**src/include/hazard_settings.svh**
```systemverilog
`ifndef HAZARD_SETTINGS_SVH
`define HAZARD_SETTINGS_SVH

// Register number width for an ARM-style register file
`define REG_ADDR_WIDTH 4

// Architectural registers visible to the pipeline
// R15 is the PC and is compared like any other register
`define REG_COUNT 16

`endif
```
**src/verilog/hazard_pkg.sv**
```systemverilog
`include "hazard_settings.svh"

package hazard_pkg;

  // Register number as carried in the tags
  typedef logic [`REG_ADDR_WIDTH-1:0] regAddrT;

  // Execute operand source select
  typedef logic [1:0] forwardSelT;

  // Operand source encodings
  localparam forwardSelT fwdRegFile   = 2'd0;
  localparam forwardSelT fwdWriteback = 2'd1;
  localparam forwardSelT fwdMemory    = 2'd2;

  // Register fields of one instruction as it moves down the pipe
  typedef struct packed {
    logic    valid;
    logic    useA;      // first source read
    logic    useB;      // second source read
    regAddrT srcA;
    regAddrT srcB;
    regAddrT dest;
    logic    regWrite;
    logic    memToReg;  // load result comes from memory
  } stageOpT;

  // Invalid tag loaded on reset and on flush
  localparam stageOpT bubbleOp = '0;

  // Cross-stage source/destination matches
  typedef struct packed {
    logic match1EM;
    logic match1EW;
    logic match2EM;
    logic match2EW;
    logic match1DE;
    logic match2DE;
  } matchT;

  // Per-stage flush strobes from the exception logic
  typedef struct packed {
    logic flushD;
    logic flushE;
    logic flushM;
    logic flushW;
  } exceptionFlushT;

  // Stall and flush levels for every stage
  typedef struct packed {
    logic stallF;
    logic stallD;
    logic stallE;
    logic stallM;
    logic stallW;
    logic flushD;
    logic flushE;
    logic flushM;
    logic flushW;
  } pipeCtrlT;

endpackage

```
**src/verilog/hazardTop.sv**
```systemverilog
`timescale 1ns/1ns

module hazardTop
(
  input  logic                       clk,
  input  logic                       arstN,
  // Incoming fetch tag
  input  hazard_pkg::stageOpT        opF,
  // External strobes, passed straight to hazard
  input  logic                       branchTakenE,
  input  logic                       pcWrPendingF,
  input  logic                       pcSrcW,
  input  hazard_pkg::exceptionFlushT exceptionFlush,
  input  logic                       exceptionStallD,
  input  logic                       dStall,
  input  logic                       iStall,
  input  logic                       coProcEn,
  input  logic                       uOpStallD,
  input  logic                       ldmStmForwardE,
  input  logic                       regToCpsr,
  input  logic                       cpsrToReg,
  // Hazard results
  output hazard_pkg::forwardSelT     forwardAE,
  output hazard_pkg::forwardSelT     forwardBE,
  output hazard_pkg::pipeCtrlT       ctrl,
  output logic                       incrementE,
  output logic                       stallUop,
  // Tag leaving the pipe
  output hazard_pkg::stageOpT        opW
);

  hazard_pkg::stageOpT opD;
  hazard_pkg::stageOpT opE;
  hazard_pkg::stageOpT opM;
  hazard_pkg::matchT   match;

  // Destination qualifiers for the hazard unit
  logic regWriteM;
  logic regWriteW;
  logic memToRegE;

  assign regWriteM = opM.regWrite;
  assign regWriteW = opW.regWrite;
  assign memToRegE = opE.memToReg;

  // Tag registers, steered by the hazard levels
  ctrlPipe uPipe
  (
    .clk   (clk),
    .arstN (arstN),
    .opF   (opF),
    .ctrl  (ctrl),
    .opD   (opD),
    .opE   (opE),
    .opM   (opM),
    .opW   (opW)
  );

  // Register comparators
  regMatch uMatch
  (
    .opD   (opD),
    .opE   (opE),
    .opM   (opM),
    .opW   (opW),
    .match (match)
  );

  // Forwarding, stall and flush
  hazard uHazard
  (
    .match           (match),
    .regWriteM       (regWriteM),
    .regWriteW       (regWriteW),
    .memToRegE       (memToRegE),
    .branchTakenE    (branchTakenE),
    .pcWrPendingF    (pcWrPendingF),
    .pcSrcW          (pcSrcW),
    .exceptionFlush  (exceptionFlush),
    .exceptionStallD (exceptionStallD),
    .dStall          (dStall),
    .iStall          (iStall),
    .coProcEn        (coProcEn),
    .uOpStallD       (uOpStallD),
    .ldmStmForwardE  (ldmStmForwardE),
    .regToCpsr       (regToCpsr),
    .cpsrToReg       (cpsrToReg),
    .forwardAE       (forwardAE),
    .forwardBE       (forwardBE),
    .ctrl            (ctrl),
    .incrementE      (incrementE),
    .stallUop        (stallUop)
  );

endmodule

```
**src/verilog/ctrlPipe.sv**
```systemverilog
`timescale 1ns/1ns

module ctrlPipe
(
  input  logic                 clk,
  input  logic                 arstN,
  // Tag of the instruction being fetched
  input  hazard_pkg::stageOpT  opF,
  // Stall and flush levels from hazard
  input  hazard_pkg::pipeCtrlT ctrl,
  // Registered stage tags
  output hazard_pkg::stageOpT  opD,
  output hazard_pkg::stageOpT  opE,
  output hazard_pkg::stageOpT  opM,
  output hazard_pkg::stageOpT  opW
);

  // Next-state values for the four tag registers
  hazard_pkg::stageOpT nextD;
  hazard_pkg::stageOpT nextE;
  hazard_pkg::stageOpT nextM;
  hazard_pkg::stageOpT nextW;

  // Common stage update
  // flushFirst picks which of stall or flush wins when both are set
  function automatic hazard_pkg::stageOpT stageNext
  (
    input logic                stall,
    input logic                flush,
    input logic                flushFirst,
    input hazard_pkg::stageOpT cur,
    input hazard_pkg::stageOpT prev
  );
    hazard_pkg::stageOpT result;
    if (flushFirst && flush)
      result = hazard_pkg::bubbleOp;
    else if (stall)
      result = cur;
    else if (flush)
      result = hazard_pkg::bubbleOp;
    else
      result = prev;
    stageNext = result;
  endfunction

  always_comb
  begin
    // D, E and M hold on stall before they look at flush
    nextD = stageNext(ctrl.stallD, ctrl.flushD, 1'b0, opD, opF);
    nextE = stageNext(ctrl.stallE, ctrl.flushE, 1'b0, opE, opD);
    nextM = stageNext(ctrl.stallM, ctrl.flushM, 1'b0, opM, opE);
    // W drops its instruction on flush even while stalled
    // a memory stall therefore kills writeback every cycle it lasts
    nextW = stageNext(ctrl.stallW, ctrl.flushW, 1'b1, opW, opM);
  end

  // Only state in the subsystem
  // Reset empties the pipe
  always_ff @(posedge clk or negedge arstN)
  begin
    if (!arstN)
    begin
      opD <= hazard_pkg::bubbleOp;
      opE <= hazard_pkg::bubbleOp;
      opM <= hazard_pkg::bubbleOp;
      opW <= hazard_pkg::bubbleOp;
    end
    else
    begin
      opD <= nextD;
      opE <= nextE;
      opM <= nextM;
      opW <= nextW;
    end
  end

  // F has no tag register here
  // The fetch side holds opF itself while ctrl.stallF is set

endmodule

```
**src/verilog/hazard.sv**
```systemverilog
`timescale 1ns/1ns

module hazard
(
  // Register matches from regMatch
  input  hazard_pkg::matchT          match,
  // Destination qualifiers taken from the stage tags
  input  logic                       regWriteM,
  input  logic                       regWriteW,
  input  logic                       memToRegE,
  // Control flow strobes
  input  logic                       branchTakenE,
  input  logic                       pcWrPendingF,
  input  logic                       pcSrcW,
  // Exception handling
  input  hazard_pkg::exceptionFlushT exceptionFlush,
  input  logic                       exceptionStallD,
  // Cache misses
  input  logic                       dStall,
  input  logic                       iStall,
  // Coprocessor and micro-op sequencing
  input  logic                       coProcEn,
  input  logic                       uOpStallD,
  input  logic                       ldmStmForwardE,
  // CPSR moves
  input  logic                       regToCpsr,
  input  logic                       cpsrToReg,
  // Operand selects for the E stage muxes
  output hazard_pkg::forwardSelT     forwardAE,
  output hazard_pkg::forwardSelT     forwardBE,
  // Per-stage stall and flush levels
  output hazard_pkg::pipeCtrlT       ctrl,
  output logic                       incrementE,
  output logic                       stallUop
);

  // Load in E feeding an operand in D
  logic loadStallD;
  // Either cache stalling the whole pipe
  logic memStall;
  // Writes to the PC or CPSR that refetch from F
  logic ctrlRefetch;

  // Operand A select
  // M result wins over W since it is younger
  // LDM/STM address chaining always takes the M path
  always_comb
  begin
    if ((match.match1EM && regWriteM) || ldmStmForwardE)
      forwardAE = hazard_pkg::fwdMemory;
    else if (match.match1EW && regWriteW)
      forwardAE = hazard_pkg::fwdWriteback;
    else
      forwardAE = hazard_pkg::fwdRegFile;
  end

  // Operand B select, same priority without the LDM/STM term
  always_comb
  begin
    if (match.match2EM && regWriteM)
      forwardBE = hazard_pkg::fwdMemory;
    else if (match.match2EW && regWriteW)
      forwardBE = hazard_pkg::fwdWriteback;
    else
      forwardBE = hazard_pkg::fwdRegFile;
  end

  // Base register step for multiple transfers
  assign incrementE = ldmStmForwardE;

  // Load RAW, hold D until the load reaches M
  assign loadStallD = (match.match1DE || match.match2DE) && memToRegE;

  assign memStall    = dStall || iStall;
  assign ctrlRefetch = regToCpsr || cpsrToReg || coProcEn;

  // Micro-op sequencer halts on load-use and cache stalls only
  assign stallUop = loadStallD || memStall;

  // A stalling stage stalls everything behind it and flushes the next one
  always_comb
  begin
    // Fetch
    ctrl.stallF = loadStallD || pcWrPendingF || memStall || uOpStallD || ctrlRefetch;

    // Decode
    ctrl.stallD = loadStallD || memStall || uOpStallD || exceptionStallD;
    ctrl.flushD = pcWrPendingF || pcSrcW || branchTakenE || iStall ||
                  ctrlRefetch || exceptionFlush.flushD;

    // Execute, bubble behind a load stall or a taken branch
    ctrl.stallE = memStall;
    ctrl.flushE = loadStallD || branchTakenE || exceptionFlush.flushE;

    // Memory
    ctrl.stallM = memStall;
    ctrl.flushM = exceptionFlush.flushM;

    // Writeback is killed while memory is stalled
    ctrl.stallW = memStall;
    ctrl.flushW = memStall || exceptionFlush.flushW;
  end

endmodule

```
**src/verilog/regMatch.sv**
```systemverilog
`timescale 1ns/1ns

module regMatch
(
  // Tags of the decode, execute, memory and writeback stages
  input  hazard_pkg::stageOpT opD,
  input  hazard_pkg::stageOpT opE,
  input  hazard_pkg::stageOpT opM,
  input  hazard_pkg::stageOpT opW,
  // Raw match flags for the hazard unit
  output hazard_pkg::matchT   match
);

  // One comparator
  // Source side must be a live instruction actually reading the register
  // Destination side qualifiers (regWrite, memToReg) are checked in hazard
  function automatic logic srcMatch
  (
    input logic                stageValid,
    input logic                srcUsed,
    input hazard_pkg::regAddrT src,
    input hazard_pkg::regAddrT dest
  );
    srcMatch = stageValid && srcUsed && (src == dest);
  endfunction

  always_comb
  begin
    // Forwarding checks
    // E stage first operand against M and W results
    match.match1EM = srcMatch(opE.valid, opE.useA, opE.srcA, opM.dest);
    match.match1EW = srcMatch(opE.valid, opE.useA, opE.srcA, opW.dest);

    // E stage second operand against M and W results
    match.match2EM = srcMatch(opE.valid, opE.useB, opE.srcB, opM.dest);
    match.match2EW = srcMatch(opE.valid, opE.useB, opE.srcB, opW.dest);

    // Load-use checks
    // D stage operands against the instruction now in E
    // A load there cannot forward in time, so hazard stalls D
    match.match1DE = srcMatch(opD.valid, opD.useA, opD.srcA, opE.dest);
    match.match2DE = srcMatch(opD.valid, opD.useB, opD.srcB, opE.dest);
  end

  // Bubbles carry regWrite = 0 and memToReg = 0
  // so a match against a flushed destination is harmless downstream

endmodule

```
**config.mk**
```make
export PLATFORM = sky130hd
export DESIGN_NAME = hazardTop
export DESIGN_NICKNAME = d
export VERILOG_FILES = /design/src/verilog/hazard_pkg.sv /design/src/verilog/hazardTop.sv /design/src/verilog/ctrlPipe.sv /design/src/verilog/hazard.sv /design/src/verilog/regMatch.sv
export VERILOG_INCLUDE_DIRS = /design/src /design/src/include
export SDC_FILE = /design/constraint.sdc
export NUM_CORES = 1
export LEC_CHECK = 0
export BUFFER_PORTS_ARGS = -buffer_cell sky130_fd_sc_hd__buf_4
export CORE_ASPECT_RATIO = 2
export CORE_MARGIN = 1
export CORE_UTILIZATION = 58
export DETAILED_ROUTE_END_ITERATION = 6
export PLACE_DENSITY = 0.84
export SLEW_MARGIN = 0
export SYNTH_ARGS = -nofsm -noshare
export SYNTH_HDL_FRONTEND = slang
export SYNTH_SLANG_ARGS = --single-unit
```
**constraint.sdc**
```tcl
create_clock -name clk -period 4.05 [get_ports clk]
set_clock_uncertainty 0.15 [all_clocks]
set_input_delay 0.405 -clock clk [delete_from_list [all_inputs] [get_ports clk]]
set_output_delay 0.405 -clock clk [all_outputs]
set_load 0.02 [all_outputs]
```
==> summary.md <==
| Metric | Value |
|---|---|
| Synth Area in XOR/XNOR | 0.06951 |
| Cell Area, Synth | 3024 um^2 |
| Post-layout min period | 2.689 ns |
| Core Area | 4955 um^2 |
| Slowest cell on crit path | or4_4 |
| F_max | 371.9 MHz |
| Adder-cell share of the synthesized area | 0 |
| Pre-Repair DR Iteration Count | 4 |
| Area leader, netlist | dfrtp_1 |
| CTS tree | built |
| Slew margin rel. | 0.4510 |
| Postcts setup bufs | 0 |
| TritonCTS Sinks | 68 |
| Worst Path Required | 3.49 ns |
| Site row count | 36 |
| Register area share after synthesis | 0.5627 |
| YS warnings | 0 |
| Post-DP HPWL | 4.444 mm |
| Initial DRC count | 30 |
| Worst IR Drop VDD | 0.0003446 V |
| Main area contributors after synthesis | dfrtp_1 56%, mux2i_1 5.6%, a22o_1 4.9%, nand2_1 4.2%, xnor2_1 4.1% |
| Crit path buffers/inverters | 2 |
| GR Util All Layers | 0.2604 |
| Largest family of logic cells by synthesized area | simple AND/OR/NAND/NOR gates |
| # resized after CTS | 0 |
| Diode count | 0 |
| PD cells | about 380 nW/um^2 |
| Cells after Synth | 276 |
| Die height | approximately 100 um |
| Crit path launch | uPipe.opE[3] |
| Die Area | 5525 um^2 |
| Pleak | 1.875 nW |
| Max_cap viols | 0 |
| Share of cells above drive strength 1 | 0.2500 |
| I/O pins | 66 |
| Mux share of post-synthesis cell area | 0.05627 |
| Fin nets | 371 |
| Top-area cell type share of the netlist area | 0.5627 |
| Total negative setup slack | 0 ns |
| Final Max Tran Viols | 0 |
| WHS | 0.01326 ns |
| Drt total wl | roughly 6.1 mm |
| Top cells by count, synth | 68 x dfrtp_1, 34 x nand2_1, 19 x inv_1 |
| Total gr overflow | 0 |
| R2r startpoint | uPipe.opE[3] |
| Number of global-route vias before repair | about 2,100 |
| Drt drc | 0 |
| Final hold vios | 0 |
| Via-per-instance ratio | about 5.3 |
| Initial antenna violation count | 0 |
| Fin area | 3679 um^2 |
| Final WS setup | 1.361 ns |
| Clock H-tree levels | 3 |
| Mapped Nets | 310 |
| CP Max Fanout | 18 |
| Crit Path Class | reg2out |
| Post-synthesis simple-gate area fraction | 0.1659 |
| Placed cell area | 3488 um^2 |
| Status | finished, final reports clean |
| Compound-Gate Fraction of Synth Area | 0.08068 |
| Cell repeated most along the worst path | buf_4 |
| Count of state elements after synthesis | just under 70 |
| Placer Congestion | between 0.8 and 0.9 |
| Global-route wire length before repair | 10.23 mm |
| Pre-CTS setup slack | 1.708 ns |
| Avg WL per Cell | 15.43 um |
| Clock Tree Root | clkbuf_8 |
| CP endpoint kind | output pin |
| Pin count of the biggest net entering global routing | 69 |
| Async set or reset register ratio after synthesis | 1.000 |
| Delay-heaviest family, CP | simple AND/OR/NAND/NOR gates |
| Clk buf depth | 2 |
| Hold WC Path Type | in2async |
| Fill count | 372 |
| Area growth syn-to-layout | 21.64% |
| Clock transition at path regs | 0.07 ns |
| Total number of vias | around 2,100 |
| Worst path cell trace | xnor2_1, nand4_1, or4_4, nand3_1, buf_4, buf_4 |
| Max stage delay on crit path | 0.46 ns |
| Post-synth top flop | dfrtp_1 |
| RSZ-0062 raised after global routing | no |
| TritonCTS buffer count | 9 |
| Top-count cell post-synth | dfrtp_1 |
| Final ANT Viol Nets | 0 |
| Final setup violation count | 0 |
| Startpoint types | flip-flop |
| Worst Tran Pin Value | 0.8235 ns |
| Die width | 53.06 um |
| Clock Latency Late Sink | 0.33 ns |
| # port buffers | between 60 and 70 |
| Starting density of the core | 0.6104 |
| Post-synth EDFFs | 0 |
| Hold Buf Count CTS | 0 |
| Count of different cell masters after synthesis | 29 |
| Syn_area_per_cell | around 11 um^2 |
| Fin crit share | 0.6638 |
| CP arrival | 2.13 ns |
-- placed cells by master, fill, tap and decap left out, types with 2 or more instances in the layout --
master,instances
buf_4,69
dfrtp_1,68
nand2_1,34
inv_1,19
o21ai_0,17
a22o_1,17
mux2i_1,17
and2_1,17
nand2b_1,16
xnor2_1,14
clkbuf_8,11
xor2_1,10
nand4_1,5
nand3_1,5
nor2_1,4
nor3_1,3
or4_1,2
or4_4,2
-- final cells by class --
class | count | area (um^2) | share of cell area
Inverter | 19 | 71.32 | 0.01939
Timing Repair Buffer | 69 | 518.0 | 0.1408
Sequential cell | 68 | 1702 | 0.4626
Clock buffer | 12 | 155.1 | 0.04218
Tap cell | 57 | 71.32 | 0.01939
Clock inverter | 2 | 35.03 | 0.009524
Multi-Input combinational cell | 170 | 1126 | 0.3061
-- metal layers --
layer,share of wire,GRT usage,vias up
met5,0,0,-
li1,-,-,1020
met3,0.037,0.06433,16
met2,0.56,0.4448,66
met4,0.041,0.1278,0
met1,0.36,0.2843,1001
-- cell families (layout without fill, tap and decap cells) --
kind of cell              Yosys count  count (layout)
and+or+nand+nor                    94              94
DFF                                68              68
muxes                              17              17
AOI/OAI and AO/OA                  35              35
xor gates and xnor gates           24              24
buffers and inverters              38             102
-- per-stage QoR --
stage / power [W] / utilization / instances
global route: 0.001451 / 0.7424 / 397
CTS: 0.001402 / 0.7424 / 397
global placement: 0.0008623 / 0.7040 / 383
floorplan: 0.0008050 / - / 276
finish: 0.001393 / 0.7424 / 397
detailed placement: 0.0008680 / 0.7040 / 383
-- final timing paths --
check	to	slack [ns]	cells after the start
max	ctrl[7]	1.36	6
min reg2reg	uPipe.opM[15]	0.33	2
max reg2reg	uPipe.opE[2]	1.89	5
max in group asynchronous	uPipe.opW[10]	3.19	1
min	uPipe.opW[15]	0.01	1
min in group clk	uPipe.opD[1]	0.17	3
-- sequential cells by signal, indices dropped and copies added (netlist names) --
signal     cells
uPipe.opW     17
uPipe.opD     17
uPipe.opM     17
uPipe.opE     17
-- where the power goes --
group | total (W) | switching, W | internal, W
Clock | 0.000538 | 0.000228 | 0.000310
Sequential | 0.000732 | 0.0000249 | 0.000707
Combinational | 0.000122 | 0.0000640 | 0.0000578
Total | 0.00139 | 0.000317 | 0.00108
Note: power is estimated with default switching activity, not from simulation.
